$ cat src/hdu_pkg.sv
/* shared types and constants for the dual-issue hazard detection unit,
   referenced by scoped name from every RTL block */
package hdu_pkg;

    // architectural register file is 32 entries
    localparam int REG_ADDR_W = 5;

    typedef logic [REG_ADDR_W-1:0] reg_addr_t;

    // execution unit class, stored per slot for the WAW rule
    typedef enum logic [2:0] {
        ALU = 3'd0,
        MUL = 3'd1,
        DIV = 3'd2,
        CSR = 3'd3,
        LSU = 3'd4
    } ex_unit_e;

    localparam int DEFAULT_SLOTS = 8; // scoreboard depth unless overridden

endpackage

$ cat src/hdu_scoreboard.sv
/* slot table of in-flight register writes; filled by issue, cleared by the
   dual commit port, provides occupied and live masks plus per-slot rd/unit */
`timescale 1ns/1ns

module hdu_scoreboard #(
    parameter int  NUM_SLOTS = hdu_pkg::DEFAULT_SLOTS,
    localparam int ID_W      = $clog2(NUM_SLOTS),
    localparam int UNIT_W    = $bits(hdu_pkg::ex_unit_e)
) (
    input  logic                                     clk,
    input  logic                                     rst_n,
    input  logic                                     commit_valid_i,
    input  logic [ID_W-1:0]                          commit_id_i,
    input  logic                                     commit2_valid_i,
    input  logic [ID_W-1:0]                          commit2_id_i,
    input  logic [1:0]                               issue_i,
    input  logic [ID_W-1:0]                          inst1_id_i,
    input  logic [ID_W-1:0]                          inst2_id_i,
    input  logic                                     inst1_wr_i,
    input  logic                                     inst2_wr_i,
    input  hdu_pkg::reg_addr_t                       inst1_rd_i,
    input  hdu_pkg::reg_addr_t                       inst2_rd_i,
    input  hdu_pkg::ex_unit_e                        inst1_unit_i,
    input  hdu_pkg::ex_unit_e                        inst2_unit_i,
    output logic [NUM_SLOTS-1:0]                     occupied_o,
    output logic [NUM_SLOTS-1:0]                     live_o,
    output logic [NUM_SLOTS*hdu_pkg::REG_ADDR_W-1:0] slot_rd_o,
    output logic [NUM_SLOTS*UNIT_W-1:0]              slot_unit_o,
    output logic                                     lock_o
);

    logic [NUM_SLOTS-1:0] occupied;
    logic [NUM_SLOTS-1:0] commit_mask;    // slots named on either commit port
    hdu_pkg::reg_addr_t   slot_rd [NUM_SLOTS];
    hdu_pkg::ex_unit_e    slot_unit [NUM_SLOTS];

    logic fill1;
    logic fill2;

    assign fill1 = issue_i[0] && inst1_wr_i;
    assign fill2 = issue_i[1] && inst2_wr_i;

    for (genvar i = 0; i < NUM_SLOTS; i++) begin : g_slot
        assign commit_mask[i] = (commit_valid_i && (commit_id_i == ID_W'(i))) ||
                                (commit2_valid_i && (commit2_id_i == ID_W'(i)));
        assign slot_rd_o[i*hdu_pkg::REG_ADDR_W +: hdu_pkg::REG_ADDR_W] = slot_rd[i];
        assign slot_unit_o[i*UNIT_W +: UNIT_W] = slot_unit[i];
    end

    // clear first so a fill to the same slot overrides the commit
    always_ff @(posedge clk or negedge rst_n) begin
        if (!rst_n) begin
            occupied <= '0;
        end else begin
            occupied <= occupied & ~commit_mask;
            if (fill1) begin
                occupied[inst1_id_i] <= 1'b1;
            end
            if (fill2) begin
                occupied[inst2_id_i] <= 1'b1;
            end
        end
    end

    always_ff @(posedge clk) begin
        if (fill1) begin
            slot_rd[inst1_id_i]   <= inst1_rd_i;
            slot_unit[inst1_id_i] <= inst1_unit_i;
        end
        if (fill2) begin
            slot_rd[inst2_id_i]   <= inst2_rd_i;
            slot_unit[inst2_id_i] <= inst2_unit_i;
        end
    end

    assign occupied_o = occupied;
    assign live_o     = occupied & ~commit_mask; // committing slots stop counting now
    assign lock_o     = |occupied;

endmodule

$ cat config.mk
export PLATFORM = sky130hd
export DESIGN_NAME = hdu_scoreboard
export DESIGN_NICKNAME = d
export VERILOG_FILES = /design/src/hdu_pkg.sv /design/src/hdu_scoreboard.sv
export SDC_FILE = /design/constraint.sdc
export NUM_CORES = 1
export LEC_CHECK = 0
export BUFFER_PORTS_ARGS = -buffer_cell sky130_fd_sc_hd__buf_2
export CORE_ASPECT_RATIO = 0.9
export CORE_UTILIZATION = 54
export DETAILED_ROUTE_END_ITERATION = 7
export GPL_TIMING_DRIVEN = 0
export PLACE_DENSITY = 0.86
export SYNTH_ARGS = -nofsm -noshare
export SYNTH_HDL_FRONTEND = slang
export SYNTH_SLANG_ARGS = --single-unit
$ cat constraint.sdc
create_clock -name clk -period 1.87 [get_ports clk]
set_input_delay 0.187 -clock clk [delete_from_list [all_inputs] [get_ports clk]]
set_output_delay 0.187 -clock clk [all_outputs]
set_load 0.05 [all_outputs]
==> results.json, run 1 <==
{
  "outcome": "complete, but fails checks",
  "violations": "DRC",
  "synth_edf_count": 64,
  "synthTopCellsByArea": "edfxtp_1 (58%), mux2_2 (22%), dfrtp_1 (6.0%)",
  "arrival_ns": 1.36,
  "via_per_inst": 5.85,
  "wl_per_cell_um": 20.6,
  "grt_pass1_vias": 2386,
  "hold_viol_final": 0,
  "drtIter0Drc": 349,
  "synthToLayoutAreaGrowth_pct": 26.9,
  "tightest_slew_ns": 1.13,
  "hold_class": "in2reg",
  "cts_root_buf": "clkbuf_8",
  "seq_area_um2": 2120,
  "grt_start_max_net_pins": 13,
  "setup_viol": 0,
  "synth_top_cell_by_area": "edfxtp_1",
  "cts_setup_buffers": 0,
  "clk_pin_slew_ns": 0.07,
  "fp.dieH_um": 76.5,
  "yosysSeqAreaShare_pct": 63.8,
  "coreArea_um2": 5820,
  "cts_tree": "built",
  "slew_headroom_pct": 24.9,
  "clock_sinks": 72,
  "dp.cells": 388,
  "yosys-top-cells-count": "edfxtp_1 (64), mux2_2 (64), dfrtp_1 (8)",
  "p_leak_nw": 1.69,
  "cpMaxStageDelayCell": "dfrtp_1",
  "drv_slew": 0,
  "synth_seq_cells": 72,
  "cts_made_buffers": 9,
  "p_per_area_nw_per_um2": 970,
  "final_util_pct": 72.5,
  "dpl_worst_slack_ns": -0.304,
  "synthCells": 202,
  "final_layout_size_suffix_gt1_share_pct": 63.6,
  "clk_latency_ns": 0.34,
  "final_cells": 405,
  "multi_input_area_um2": 1180,
  "synth_cell_types": 35,
  "drc": 5,
  "timing.hold.ws_ns": 0.150,
  "slowest_delay_ns": 0.40,
  "port_buffers": 116,
  "dr.pass1.iters": 8,
  "grtUsageTotal_pct": 27.7,
  "holdBufCountCts": 1,
  "wl_mm": 8.34,
  "final_antenna_net_count": 0,
  "io-pin-count": 117,
  "fin_skew_ns": 0,
  "syn-cell-area_um2": 3330,
  "gr-total-overflow": 0,
  "grt_pass1_wl_mm": 13.1,
  "row_count": 26,
  "synth_top_flop_cell": "edfxtp_1",
  "async_flop_share_pct": 11.1,
  "fin_ws_ns": 0.325,
  "fin_crit_ns": 1.55,
  "die-area_um2": 6480,
  "end_kind": "output pin",
  "cts_resized": 0,
  "fmax_mhz": 647,
  "avgSynthCellArea_um2": 16.5,
  "path_max_fanout": 3,
  "placed_area_um2": 4000,
  "syn_nets": 238,
  "crit_chain": "nor4_1, nand2_1, buf_2",
  "stdcell_area_um2": 4220,
  "path_delay_family": "flip-flops",
  "critPathBufInv": 1,
  "start_util_pct": 57.1,
  "yosys_warnings": 0,
  "dpl.hpwl_mm": 5.80,
  "synth_top_area_share_pct": 57.8,
  "timing_worst_setup_path_type": "reg2out",
  "diodes": 0,
  "rsz0062_at_grt": "no",
  "place_congestion": 0.897,
  "start_kind": "flip-flop",
  "nets": 366,
  "clockBufferDepth": 2,
  "die_w_um": 84.7,
  "antenna_found_initial": 0,
  "finalCritPeriodShare_pct": 82.6,
  "ir_worst_vdd_uv": 693,
  "nFillCells": 374,
  "cp.required_ns": 1.68,
  "vias": 2371,
  "max-cap-violations": 0,
  "cts_max_level": 3
}
[state kept, by name (all words and copies together) (netlist names)]
name	count
slot_unit	24
occupied_o	8
slot_rd	40
[cells in the final DEF (no fill, tap or decap), types with 2 or more instances in the layout]
cell type | synthesis | final
buf_2 | 1 | 117
bufinv_16 | 0 | 2
clkbuf_1 | 0 | 3
clkbuf_8 | 0 | 9
clkinv_2 | 0 | 2
dfrtp_1 | 8 | 8
edfxtp_1 | 64 | 64
inv_1 | 4 | 4
mux2_2 | 64 | 64
nand2_1 | 4 | 4
nand2b_1 | 5 | 5
nand3_1 | 3 | 3
nand4b_1 | 4 | 4
nor2_2 | 5 | 5
nor4_1 | 2 | 2
o22ai_1 | 5 | 5
o311a_1 | 4 | 4
or2_2 | 6 | 6
or4b_1 | 2 | 2
or4bb_1 | 2 | 2
[worst reg2reg max path: stages (launching register included)]
cell and delay [ns]:
dfrtp_1 0.40, nor3b_2 0.17, or3_1 0.38
[stage by stage]
stage	setup TNS (ns)	power [W]
5_1_grt	0	0.00422
6_report	0	0.00409
2_1_floorplan	0	0.00255
3_5_place_dp	-4.32	0.00281
3_3_place_gp	-2.19	0.00279
4_1_cts	0	0.00409
[area by class of cell]
| class | count | area share [%] |
|---|---|---|
| plain buffers | 2 | 0.386 |
| flip-flops and latches | 72 | 50.3 |
| clock buffers | 12 | 3.20 |
| repair buffers | 117 | 14.0 |
| well taps | 70 | 2.08 |
| multi-input cells | 124 | 28.0 |
| clock inverters | 4 | 1.66 |
| inverters | 4 | 0.356 |
[cell families (layout without fill, tap and decap cells)]
kind of cell | count (synthesis) | in the layout | synth area share, %
flops | 72 | 72 | 63.8
mux | 64 | 64 | 21.7
simple gates | 47 | 47 | 10.6
compound gates | 13 | 13 | 3.01
buf+inv | 6 | 139 | 0.940
[power breakdown]
| part | total (W) | internal [W] | switching, W |
|---|---|---|---|
| combinational | 0.000893 | 0.000237 | 0.000656 |
| clock | 0.00130 | 0.000749 | 0.000555 |
| sequential | 0.00190 | 0.00185 | 0.0000474 |
[worst paths after layout]
| kind | start | to | slack [ns] | cells after the start |
|---|---|---|---|---|
| max | occupied_o[6] | lock_o | 0.32 | 3 |
| max in group asynchronous | rst_n | occupied_o[0] | 1.46 | 2 |
| min | inst1_id_i[1] | occupied_o[0] | 0.15 | 2 |
| min in group asynchronous | rst_n | occupied_o[1] | 0.24 | 2 |
| max reg2reg | occupied_o[1] | occupied_o[1] | 0.79 | 2 |
| min reg2reg | occupied_o[0] | occupied_o[0] | 0.62 | 2 |
[routing by layer]
layer	part of all wire, %	track usage (%)	up-vias
li1	-	-	1067
met1	40	37.0	1173
met2	51	44.8	121
met3	7.5	6.83	10
met4	1.3	8.98	0
met5	0	0	-
No activity file was read; power rests on OpenSTA's default activity.
==> inputs of run 2 (changes only) <==
- ABC_AREA: not set -> 1
- CORE_UTILIZATION: 54 -> 50
- PLACE_DENSITY: 0.86 -> 0.79
- clock period: 1.87 -> 1.52 ns (I/O delays scaled with it)
==> run 2 against run 1 <==
The run now ends clean. Sequential power is 23% higher. Core utilization fell by 6.2 points. Setup slack worse by 0.19 ns. Final area up 4.5%. Register-to-register slack about the same. Critical path depth unchanged. Highest routed layer unchanged.
==> results.json, run 2 <==
{
  "finalCritPeriodShare_pct": 91.1,
  "coreArea_um2": 6660,
  "rsz0062_at_grt": "no",
  "timing_worst_setup_path_type": "reg2out",
  "clk_latency_ns": 0.34,
  "slowest_delay_ns": 0.40,
  "fp.dieH_um": 81.3,
  "crit_path_start": "occupied_o[2]",
  "synth_top_flop_cell": "edfxtp_1",
  "ir_worst_vdd_uv": 667,
  "grtUsageMet1_pct": 35.1,
  "outcome": "completed",
  "yosysSeqAreaShare_pct": 60.7,
  "hold_class": "in2async",
  "reg2reg_setup_slack_ns": 0.78,
  "syn_nets": 392,
  "synthTopCellsByArea": "edfxtp_1 (55%), nand2_1 (11%), o21ai_2 (6.0%)",
  "cp.required_ns": 1.37,
  "clk_pin_slew_ns": 0.08,
  "diodes": 0,
  "clockBufferDepth": 2,
  "start_kind": "flip-flop",
  "fin_skew_ns": 0,
  "cts_resized": 0,
  "dp.cells": 554,
  "reg2reg_from": "occupied_o[6]",
  "wl_per_cell_um": 15.7,
  "cts_tree": "built",
  "synth_edf_count": 64,
  "grt_pass1_vias": 2556,
  "top_register": "slot_rd",
  "max-cap-violations": 0,
  "tns_ns": 0,
  "avgSynthCellArea_um2": 9.81,
  "synthCells": 356,
  "gr-total-overflow": 0,
  "synth_top_area_share_pct": 55.0,
  "die_w_um": 90.1,
  "cpMaxStageDelayCell": "dfrtp_1",
  "final_util_pct": 66.2,
  "final_cell_mix": "buf_2 (116), nand2_1 (100), edfxtp_1 (64)",
  "r2r-end": "occupied_o[6]",
  "tightest_slew_ns": 0.444,
  "timing.hold.ws_ns": 0.181,
  "nFillCells": 536,
  "grt.met3_usage_pct": 5.15,
  "io-pin-count": 117,
  "end_kind": "output pin",
  "via_per_inst": 5.17,
  "nets": 512,
  "use_met2_pct": 37.3,
  "yosys-top-cells-count": "nand2_1 (100), edfxtp_1 (64), inv_1 (42)",
  "antenna_found_initial": 0,
  "synthToLayoutAreaGrowth_pct": 26.2,
  "fin_crit_ns": 1.38,
  "die-area_um2": 7330,
  "cts_made_buffers": 9,
  "cts_root_buf": "clkbuf_8",
  "drc": 0,
  "synth_top_cell_by_area": "edfxtp_1",
  "dpl_worst_slack_ns": 0.243,
  "place_congestion": 0.892,
  "start_util_pct": 52.5,
  "top_usage_layer": "met2",
  "grt_pass1_wl_mm": 13.2,
  "arrival_ns": 1.23,
  "dpl.hpwl_mm": 6.44,
  "slew_headroom_pct": 70.4,
  "final_layout_size_suffix_gt1_share_pct": 36.6,
  "grt_start_max_net_pins": 15,
  "path_max_fanout": 3,
  "synth_cell_types": 16,
  "final_cells": 571,
  "fin_ws_ns": 0.136,
  "final_common_cell": "buf_2",
  "syn-cell-area_um2": 3490,
  "yosys_warnings": 0,
  "setup_viol": 0,
  "fmax_mhz": 722,
  "clock_sinks": 72,
  "yosysMostFrequentCell": "nand2_1",
  "crit_chain": "nor2_1, nand4_1, buf_2",
  "cts_setup_buffers": 0,
  "final_antenna_net_count": 0,
  "p_per_area_nw_per_um2": 1210,
  "holdBufCountCts": 1,
  "grtUsageTotal_pct": 24.9,
  "dr.pass1.iters": 5,
  "p_leak_nw": 2.17,
  "row_count": 28,
  "async_flop_share_pct": 11.1,
  "port_buffers": 108,
  "vias": 2950,
  "largest_reg_flops": 40,
  "hold_viol_final": 0,
  "cts_max_level": 3,
  "synth_seq_cells": 72,
  "drtIter0Drc": 276,
  "wl_mm": 8.96,
  "drv_slew": 0,
  "r2r_cells": 2
}
==> run 2: stage by stage <==
stage | instance area, µm² | power, W
after floorplan | 3490 | 0.00320
after global placement | 4150 | 0.00349
after detailed placement | 4150 | 0.00350
after CTS | 4410 | 0.00536
after global routing | 4410 | 0.00552
final | 4410 | 0.00535
==> run 2: cells by family after synthesis <==
group | count (synthesis) | share of synthesized area, %
AO/OA/AOI/OAI | 64 | 11.7
AND/OR/NAND/NOR | 161 | 19.2
buffers and inverters | 59 | 8.35
flip-flops | 72 | 60.7
==> run 2: layout make-up <==
class	instances	area [µm²]	area share (%)
Buffer	16	130	2.95
Clock buffer	9	124	2.81
Clock inverter	7	128	2.90
Inverter	43	161	3.66
Multi-Input combinational cell	225	1080	24.5
Sequential cell	72	2120	48.1
Tap cell	90	113	2.55
Timing Repair Buffer	109	551	12.5
==> run 2: worst max path at each step <==
stage,cells past startpoint,end
global route,3,live_o[3]
detailed placement,6,slot_rd[6][3]
CTS,3,lock_o
floorplan,2,lock_o
global placement,6,slot_rd[6][3]
finish,3,lock_o
==> run 2: worst max-delay path, delay by kind of cell (launching register included) <==
kind / cells / cell delay (ns)
flops: 1 / 0.40
simple gates: 2 / 0.27
buf+inv: 1 / 0.22
==> run 2: power breakdown <==
part | switching (W) | total, W | leakage, nW | internal [W]
logic | 0.000889 | 0.00114 | 1.36 | 0.000248
registers | 0.0000550 | 0.00233 | 0.679 | 0.00227
clock network | 0.000774 | 0.00189 | 0.126 | 0.00111
total | 0.00172 | 0.00535 | 2.17 | 0.00363
==> run 2: routing by layer <==
| layer | vias up | routed length (µm) |
|---|---|---|
| li1 | 1409 | - |
| met1 | 1352 | 3930 |
| met4 | 0 | 196 |
| met3 | 18 | 818 |
| met2 | 171 | 4010 |
| met5 | - | 0 |
