**config.mk**
```make
export PLATFORM = sky130hd
export DESIGN_NAME = hdu_hazard_check
export DESIGN_NICKNAME = d
export VERILOG_FILES = /design/src/hdu_pkg.sv /design/src/hdu_hazard_check.sv
export SDC_FILE = /design/constraint.sdc
export NUM_CORES = 1
export LEC_CHECK = 0
export BUFFER_PORTS_ARGS = -buffer_cell sky130_fd_sc_hd__buf_4
export CORE_MARGIN = 2
export CORE_UTILIZATION = 51
export DETAILED_ROUTE_END_ITERATION = 8
export GPL_ROUTABILITY_DRIVEN = 0
export MAX_ROUTING_LAYER = met4
export PLACE_DENSITY = 0.92
export SYNTH_ARGS = -nofsm -noshare
export SYNTH_HDL_FRONTEND = slang
export SYNTH_SLANG_ARGS = --single-unit
```
**constraint.sdc**
```tcl
create_clock -name vclk -period 2.44
set_input_delay 0.488 -clock vclk [all_inputs]
set_output_delay 0.488 -clock vclk [all_outputs]
set_load 0.05 [all_outputs]
```
**src/hdu_pkg.sv**
```systemverilog
/* shared types and constants for the dual-issue hazard detection unit,
   referenced by scoped name from every RTL block */
package hdu_pkg;

    // architectural register file is 32 entries
    localparam int REG_ADDR_W = 5;

    typedef logic [REG_ADDR_W-1:0] reg_addr_t;

    // execution unit class, stored per slot for the WAW rule
    typedef enum logic [2:0] {
        ALU = 3'd0,
        MUL = 3'd1,
        DIV = 3'd2,
        CSR = 3'd3,
        LSU = 3'd4
    } ex_unit_e;

    localparam int DEFAULT_SLOTS = 8; // scoreboard depth unless overridden

endpackage

```
**src/hdu_hazard_check.sv**
```systemverilog
/* RAW and WAW detection of the issue pair against live scoreboard slots,
   plus the dependency check of inst2 on inst1 */
`timescale 1ns/1ns

module hdu_hazard_check #(
    parameter int  NUM_SLOTS = hdu_pkg::DEFAULT_SLOTS,
    localparam int RW        = hdu_pkg::REG_ADDR_W,
    localparam int UNIT_W    = $bits(hdu_pkg::ex_unit_e)
) (
    input  logic                        inst1_valid_i,
    input  hdu_pkg::reg_addr_t          inst1_rd_i,
    input  hdu_pkg::reg_addr_t          inst1_rs1_i,
    input  hdu_pkg::reg_addr_t          inst1_rs2_i,
    input  logic                        inst1_rd_we_i,
    input  hdu_pkg::ex_unit_e           inst1_unit_i,
    input  logic                        inst2_valid_i,
    input  hdu_pkg::reg_addr_t          inst2_rd_i,
    input  hdu_pkg::reg_addr_t          inst2_rs1_i,
    input  hdu_pkg::reg_addr_t          inst2_rs2_i,
    input  logic                        inst2_rd_we_i,
    input  hdu_pkg::ex_unit_e           inst2_unit_i,
    input  logic [NUM_SLOTS-1:0]        live_i,
    input  logic [NUM_SLOTS*RW-1:0]     slot_rd_i,
    input  logic [NUM_SLOTS*UNIT_W-1:0] slot_unit_i,
    output logic                        inst1_wr_o,
    output logic                        inst2_wr_o,
    output logic                        inst1_table_hazard_o,
    output logic                        inst2_table_hazard_o,
    output logic                        pair_hazard_o
);

    // one instruction against every live slot
    function automatic logic table_hazard(
        input logic                        valid,
        input logic                        wr,
        input hdu_pkg::reg_addr_t          rd,
        input hdu_pkg::reg_addr_t          rs1,
        input hdu_pkg::reg_addr_t          rs2,
        input hdu_pkg::ex_unit_e           unit,
        input logic [NUM_SLOTS-1:0]        live,
        input logic [NUM_SLOTS*RW-1:0]     tbl_rd,
        input logic [NUM_SLOTS*UNIT_W-1:0] tbl_unit
    );
        logic               hit;
        hdu_pkg::reg_addr_t srd;
        logic               raw;
        logic               waw;
        hit = 1'b0;
        for (int i = 0; i < NUM_SLOTS; i++) begin
            srd = tbl_rd[i*RW +: RW];
            raw = valid && (((rs1 != '0) && (rs1 == srd)) || ((rs2 != '0) && (rs2 == srd)));
            // same unit retires in order, so only a class change is a WAW
            waw = wr && (rd == srd) && (unit != hdu_pkg::ex_unit_e'(tbl_unit[i*UNIT_W +: UNIT_W]));
            hit = hit | (live[i] && (raw || waw));
        end
        return hit;
    endfunction

    assign inst1_wr_o = inst1_valid_i && inst1_rd_we_i && (inst1_rd_i != '0);
    assign inst2_wr_o = inst2_valid_i && inst2_rd_we_i && (inst2_rd_i != '0);

    assign inst1_table_hazard_o = table_hazard(inst1_valid_i, inst1_wr_o, inst1_rd_i,
                                               inst1_rs1_i, inst1_rs2_i, inst1_unit_i,
                                               live_i, slot_rd_i, slot_unit_i);
    assign inst2_table_hazard_o = table_hazard(inst2_valid_i, inst2_wr_o, inst2_rd_i,
                                               inst2_rs1_i, inst2_rs2_i, inst2_unit_i,
                                               live_i, slot_rd_i, slot_unit_i);

    // inst1 rd is never x0 here, so a match implies a real source
    assign pair_hazard_o = inst1_wr_o && inst2_valid_i &&
                           ((inst2_rs1_i == inst1_rd_i) || (inst2_rs2_i == inst1_rd_i) ||
                            (inst2_wr_o && (inst2_rd_i == inst1_rd_i)));

endmodule

```
==> results of run 1 <==
power groups by stage:
stage	clock (W)	combinational, W	sequential [W]
detailed placement	0	0.00108	0
floorplan	0	0.000783	0
CTS	0	0.00109	0
global route	0	0.00118	0
global placement	0	0.00103	0
finish	0	0.00111	0
path summary, 6_finish.rpt:
| kind | slack, ns | endpoint | cells after the start | startpoint |
|---|---|---|---|---|
| worst max-delay path | -0.39 | inst2_table_hazard_o | 8 | inst2_rs2_i[4] |
| worst min-delay path | 1.34 | inst1_table_hazard_o | 3 | inst1_valid_i |
area by class of cell:
type | instances | area (sq um) | area share [%]
timing repair buffer | 142 | 1080 | 21.6
tap | 105 | 131 | 2.62
multi-input combinational | 465 | 3800 | 75.8
worst min-delay path, delay by kind of cell:
family          cells  cell delay, ns
buf+inv             2            0.24
compound gates      1            0.13
stage by stage:
| stage | area (sq um) | util, % | total power [W] | cells |
|---|---|---|---|---|
| finish | 5020 | 62.0 | 0.00111 | 712 |
| detailed placement | 4990 | 61.7 | 0.00108 | 712 |
| global placement | 4990 | 61.7 | 0.00103 | 712 |
| CTS | 5000 | 61.8 | 0.00109 | 712 |
| floorplan | 4250 | - | 0.000783 | 549 |
| global route | 5020 | 62.0 | 0.00118 | 712 |
timing repair:
| action | CTS | global route |
|---|---|---|
| endpoints found under the setup margin | 2 | 2 |
| pin swaps | 3 | 1 |
| resized for setup | 3 | 4 |
synth_stat cells, types with 2 or more instances:
library cell	number
xnor2_1	230
xor2_1	73
nand3_1	50
clkbuf_1	44
nand4_1	23
buf_2	18
nor4_1	16
o211ai_1	16
o211ai_2	16
o22ai_1	16
buf_6	11
buf_1	10
a22oi_1	7
or4_4	4
nor3_1	3
a21bo_1	2
o21ai_0	2
o311a_1	2
or3_1	2
cells by family after synthesis:
group	count (synthesis)	share of synthesized area, %
and+or+nand+nor	99	13.6
xor gates and xnor gates	303	63.3
buffers and inverters	84	10.1
AOI/OAI and AO/OA	63	12.9
metal layers:
metal  track usage, %  vias to the layer above  wire length (um)
li1                 -                     1951                 -
met1             37.4                     2015              5440
met2             56.0                      252              6960
met3             2.23                       64              1160
met4             11.5                        0               522
met5                -                        -                 0
==> flow_summary_export.csv, run 1 <==
group,metric,value,unit
pwr,clkPwrFrac,0,%
worst_setup_path,path_buf_inv,2,
worst_setup_path,path_max_fanout,8,
run_status,violations,"negative setup slack",
pwr,p_int,0.000538,W
grt,grt_max_degree,18,
pwr,power_leakage,1.72,nW
final_layout,layout_commonest_cell,"xnor2_1",
routing,wl_per_cell,19.8,um
floorplan,boundaryPins,117,
floorplan,die_area,8960,sq um
final_layout,final_cell_mix,"230 x xnor2_1, 138 x buf_4, 73 x xor2_1",
synth,syn_area,4190,sq um
final_layout,diodes,0,
clock_tree,cts_setup_buffers,0,
floorplan,start_util,51.8,%
grt,grt-ovfl-total,0,
synth,synthTopCellsByArea,"xnor2_1 48%, xor2_1 15%, nand3_1 6.0%",
synth,syn_avg_cell_area,7.63,sq um
routing,dr.pass1.iters,5,
run_status,outcome,"finished with violations",
placement,dp.final_hpwl,11.5,mm
floorplan,core_area,8090,sq um
final_layout,synthToLayoutAreaGrowth,19.8,%
timing,fin_crit,2.83,ns
placement,preCtsSetupSlack,-0.452,ns
synth,syn_nets,661,
final_layout,nFillCells,714,
grt,track_usage,31.6,%
floorplan,die_y,94.6,um
synth,yosysSeqAreaShare,0,%
pwr,p_sw_share,51.5,%
grt,antenna_found_initial,0,
routing,vias,4282,
timing,timing.final.crit_share,116,%
clock_tree,hold_buffers,0,
worst_setup_path,endpoint_kind,"output pin",
flow_run,max_cap_viol_count,0,
hold_path,hp-class,"in -> out",
timing,setup_tns,-0.746,ns
routing,vias_per_cell,6.01,
pwr,seqPwrFrac,0,%
placement,io_buffer_count,117,
timing,hold_viol,0,
timing,setup_violations,2,
timing,worst_slew_pin_slew,0.350,ns
final_layout,drive_gt1_share,27.8,%
worst_setup_path,cpPeakStageDelay,0.61,ns
pwr,powerDensity,221,nW/um^2
timing,rsz0062_at_grt,"yes",
floorplan,rows,33,
timing,fin_ws,-0.393,ns
synth,synthDominantCellAreaShare,48.1,%
routing,drt_wl_total,14.1,mm
routing,dr.first_iter.drc_count,340,
worst_setup_path,cp_top_family,"simple AND/OR/NAND/NOR gates",
timing,slew_headroom,76.5,%
final_layout,nets,721,
synth,ys_types,23,
final_layout,regArea,0,sq um
worst_setup_path,slowest_stage,"or4_4",
worst_setup_path,crit_chain,"buf_4 > or4_4 > o211ai_1 > o22ai_1 > a22oi_2 > nand4_1 > a21bo_4 > buf_6",
pwr,power_switching,0.000572,W
grt,grt_pass1_wl,21.9,mm
synth,syn-instance-count,549,
timing,drv_slew,0,
synth,yosys.area.top_type,"xnor2_1",
final_layout,seq_cell_count,0,
timing,holdWs,1.34,ns
grt,grt_pass1_vias,4350,
worst_setup_path,critPathKind,"in -> out",
floorplan,fp.dieW,94.6,um
worst_setup_path,startpoint_type,"input port",
worst_setup_path,crit_required,1.95,ns
final_layout,clockBufferCount,0,
routing,drc_errors,0,
synth,ys_warn_count,0,
routing,drt.antenna.violating_nets,0,
pwr,p_comb_share,100.0,%
timing,fmax,0.353,GHz
pwr,max-vdd-ir-drop,166,uV
worst_setup_path,worstPathArrival,2.35,ns
Power figures use the tool's default switching activity.
==> inputs of run 2 (changes only) <==
- ABC_AREA: default -> 1
- CORE_UTILIZATION: 51 -> 52
==> flow_summary_export.csv, run 2 <==
group,metric,value,unit
routing,vias,5899,
timing,setup_tns,0,ns
placement,dp.final_hpwl,13.8,mm
worst_setup_path,path_max_fanout,8,
final_layout,nets,1009,
final_layout,final_cell_mix,"237 x nand2_1, 130 x xnor2_1, 120 x buf_4",
synth,ys_warn_count,0,
synth,synthDominantCellAreaShare,23.7,%
grt,grt_max_degree,14,
floorplan,die_y,100,um
timing,timing.final.crit_share,94.9,%
routing,vias_per_cell,5.86,
floorplan,fp.dieW,100,um
floorplan,boundaryPins,117,
pwr,powerDensity,212,nW/um^2
routing,dr.first_iter.drc_count,872,
flow_run,max_cap_viol_count,0,
timing,fin_ws,0.124,ns
routing,drt.antenna.violating_nets,0,
placement,place_area,5360,sq um
worst_setup_path,path_buf_inv,3,
final_layout,synthToLayoutAreaGrowth,12.0,%
worst_setup_path,crit_top_cell,"nand2_1",
timing,fin_crit,2.32,ns
final_layout,clockBufferCount,0,
synth,yosysSeqAreaShare,0,%
timing,hold_viol,0,
pwr,power_leakage,2.73,nW
pwr,p_int,0.000469,W
worst_setup_path,endpoint_kind,"output pin",
synth,ys_types,28,
synth,syn-instance-count,853,
final_layout,seq_cell_count,0,
grt,grt_pass1_wl,28.5,mm
pwr,seqPwrFrac,0,%
worst_setup_path,critPathKind,"in -> out",
routing,wl_per_cell,18.4,um
grt,track_usage,37.3,%
floorplan,core_area,9110,sq um
synth,synth_top_cells_by_count,"238 x nand2_1, 130 x xnor2_1, 108 x nor2_1",
placement,place_inst,1006,
timing,setup_violations,0,
final_layout,layout_commonest_cell,"nand2_1",
timing,drv_slew,0,
synth,yosys.area.top_type,"xnor2_1",
worst_setup_path,crit_chain,"buf_4 > clkinvlp_4 > o22ai_1 > nor2_1 > nand4_1 > nand2_1 > nand2_1 > nand2_1 > nor2_1 > nand2_1 > buf_6",
final_layout,diodes,0,
grt,grt-ovfl-total,0,
floorplan,die_area,10000,sq um
synth,syn_avg_cell_area,5.64,sq um
pwr,power_switching,0.000672,W
timing,fmax,0.432,GHz
run_status,outcome,"completed",
routing,dr.pass1.iters,6,
timing,slew_headroom,76.9,%
final_layout,drive_gt1_share,17.0,%
pwr,p_sw_share,58.9,%
pwr,max-vdd-ir-drop,163,uV
worst_setup_path,slowest_stage,"clkinvlp_4",
pwr,clkPwrFrac,0,%
pwr,p_comb_share,100.0,%
worst_setup_path,cp_top_family,"buffers and inverters",
final_layout,final_cell_area,5380,sq um
placement,preCtsSetupSlack,0.184,ns
routing,drc_errors,0,
synth,yosysMostFrequentCell,"nand2_1",
synth,syn_nets,965,
timing,rsz0062_at_grt,"no",
floorplan,start_util,52.8,%
final_layout,stdcell_count,1006,
worst_setup_path,worstPathArrival,1.83,ns
floorplan,rows,35,
synth,synthTopCellsByArea,"xnor2_1 24%, nand2_1 19%, xor2_1 15%",
worst_setup_path,cpPeakStageDelay,0.24,ns
worst_setup_path,crit_required,1.95,ns
final_layout,regArea,0,sq um
worst_setup_path,startpoint_type,"input port",
synth,syn_area,4810,sq um
hold_path,hp-class,"in -> out",
clock_tree,hold_buffers,0,
grt,antenna_found_initial,0,
routing,drt_wl_total,18.5,mm
placement,io_buffer_count,117,
timing,worst_slew_pin_slew,0.343,ns
grt,grt_pass1_vias,5473,
==> run 2: per-stage QoR <==
stage	util (%)	hold WS, ns	total power, W
6_report	59.1	1.41	0.00114
5_1_grt	59.1	1.43	0.00123
3_5_place_dp	58.8	1.40	0.00110
2_1_floorplan	-	1.14	0.000800
4_1_cts	58.8	1.40	0.00110
3_3_place_gp	58.8	1.40	0.00107
==> run 2: layout make-up <==
type	instances	area, sq um
Fill cell	900	3720
Timing Repair Buffer	121	912
Multi-Input combinational cell	701	4060
Inverter	73	278
Tap cell	111	139
==> run 2: path summary, 6_finish.rpt <==
path	from	end	depth (start not counted)
max	inst2_rd_i[0]	inst2_table_hazard_o	11
min	inst2_valid_i	pair_hazard_o	4
==> run 2: what timing repair did <==
item,4_1_cts,5_1_grt
resized for setup,0,6
buffers inserted,0,0
setup endpoints to repair,0,1
==> run 2: cell families after synthesis <==
family / after synthesis / synth area share [%]
compound gates: 64 / 7.88
xor+xnor: 211 / 38.4
buf+inv: 152 / 16.0
simple gates: 426 / 37.7
==> run 2: per-layer routing <==
| layer | vias to the layer above | track usage (%) | wire length (um) |
|---|---|---|---|
| met5 | - | - | 0 |
| met4 | 0 | 23.1 | 1690 |
| met3 | 158 | 6.55 | 2620 |
| met2 | 497 | 56.0 | 7590 |
| met1 | 2548 | 46.3 | 6570 |
| li1 | 2696 | - | - |
==> run 2: power groups by stage <==
stage | clock network [W] | logic [W] | registers, W
finish | 0 | 0.00114 | 0
global route | 0 | 0.00123 | 0
CTS | 0 | 0.00110 | 0
detailed placement | 0 | 0.00110 | 0
global placement | 0 | 0.00107 | 0
floorplan | 0 | 0.000800 | 0
==> inputs of run 3 (changes only) <==
- BUFFER_PORTS_ARGS: -buffer_cell sky130_fd_sc_hd__buf_4 -> -buffer_cell sky130_fd_sc_hd__buf_2
- CAP_MARGIN: default -> 10
==> flow_summary_export.csv, run 3 (synthesis gave the netlist of run 2 again) <==
group,metric,value,unit
run_status,outcome,"completed",
routing,vias_per_cell,5.80,
timing,fin_ws,0.0538,ns
routing,dr.pass1.iters,6,
pwr,power_switching,0.000687,W
pwr,clkPwrFrac,0,%
pwr,p_int,0.000438,W
floorplan,die_area,10000,sq um
final_layout,diodes,0,
pwr,seqPwrFrac,0,%
floorplan,start_util,52.8,%
pwr,p_sw_share,61.1,%
hold_path,min_from,"inst1_rd_we_i",
timing,setup_violations,0,
final_layout,final_core_util,58.2,%
grt,grt_pass1_wl,29.0,mm
final_layout,nets,1027,
routing,vias,5935,
routing,wl_per_cell,18.4,um
pwr,max-vdd-ir-drop,135,uV
timing,fin_crit,2.39,ns
clock_tree,cts_setup_buffers,0,
worst_setup_path,path_max_fanout,7,
grt,grt_pass1_vias,5639,
timing,fmax,0.419,GHz
pwr,p_comb_share,100.0,%
final_layout,layout_commonest_cell,"nand2_1",
worst_setup_path,path_buf_inv,3,
grt,antenna_found_initial,0,
worst_setup_path,critPathKind,"in -> out",
floorplan,fp.dieW,100,um
timing,hold_viol,0,
worst_setup_path,startpoint,"inst1_rd_i[0]",
pwr,powerDensity,212,nW/um^2
placement,io_buffer_count,117,
floorplan,core_area,9110,sq um
timing,worst_slew_pin_slew,0.371,ns
worst_setup_path,crit_chain,"buf_2 > buf_4 > nand2_1 > and3_1 > nand4_1 > nand2_1 > nand2_1 > nand2_1 > nor2_1 > nand2_1 > clkbuf_4",
routing,drc_errors,0,
final_layout,drive_gt1_share,18.9,%
worst_setup_path,cpPeakStageDelay,0.28,ns
timing,rsz0062_at_grt,"no",
pwr,power_leakage,2.73,nW
routing,dr.first_iter.drc_count,796,
placement,dp.final_hpwl,14.2,mm
grt,grt-ovfl-total,0,
worst_setup_path,endpoint_kind,"output pin",
timing,timing.final.crit_share,97.8,%
final_layout,final_cell_mix,"237 x nand2_1, 130 x xnor2_1, 106 x nor2_1",
final_layout,nFillCells,896,
final_layout,synthToLayoutAreaGrowth,10.2,%
floorplan,die_y,100,um
hold_path,hp-class,"in -> out",
final_layout,regArea,0,sq um
timing,slew_headroom,74.9,%
floorplan,rows,35,
worst_setup_path,startpoint_type,"input port",
routing,drt_wl_total,18.9,mm
grt,grt_max_degree,12,
worst_setup_path,crit_top_cell,"nand2_1",
timing,setup_tns,0,ns
floorplan,boundaryPins,117,
final_layout,clockBufferCount,0,
grt,track_usage,38.0,%
final_layout,seq_cell_count,0,
worst_setup_path,slowest_stage,"buf_2",
worst_setup_path,worstPathArrival,1.90,ns
worst_setup_path,cp_top_family,"simple AND/OR/NAND/NOR gates",
routing,drt.antenna.violating_nets,0,
timing,drv_slew,0,
placement,preCtsSetupSlack,0.0696,ns
worst_setup_path,crit_required,1.95,ns
flow_run,max_cap_viol_count,0,
## run 3: worst min-delay path, delay by kind of cell
kind / cells / cell delay, ns
buf+inv: 3 / 0.39
compound gates: 1 / 0.07
## run 3: layout make-up
cell class         count  area [sq um]  area share, %
inverters             73           280           5.29
multi-input cells    701          4070           76.9
well taps            111           139           2.62
repair buffers       139           807           15.2
## run 3: power groups by stage
stage / clock, W / sequential [W] / combinational [W]
floorplan: 0 / 0 / 0.000800
global placement: 0 / 0 / 0.00104
detailed placement: 0 / 0 / 0.00106
CTS: 0 / 0 / 0.00107
global route: 0 / 0 / 0.00121
finish: 0 / 0 / 0.00113
## run 3: timing repair
item / CTS / global route
hold buffers: 0 / 0
endpoints found under the setup margin: 0 / 2
gates resized for setup: 0 / 32
## run 3: layer usage
layer	wire length, um	share of wire (%)	GRT usage, %
met3	2820	15	7.73
met1	6540	35	46.2
met5	0	0	-
met4	1820	9.7	21.9
met2	7670	41	58.4
## run 3: metrics by stage
step,hold slack [ns],power [W],std cells,instance area (sq um)
6_report,1.44,0.00113,1024,5300
3_5_place_dp,1.43,0.00106,1024,5210
5_1_grt,1.47,0.00121,1024,5300
4_1_cts,1.43,0.00107,1024,5210
3_3_place_gp,1.43,0.00104,1024,5210
2_1_floorplan,1.14,0.000800,853,4810
## run 3: path summary, 6_finish.rpt
kind / end / slack (ns) / depth (start not counted)
max: inst1_table_hazard_o / 0.05 / 11
min: inst1_wr_o / 1.44 / 4
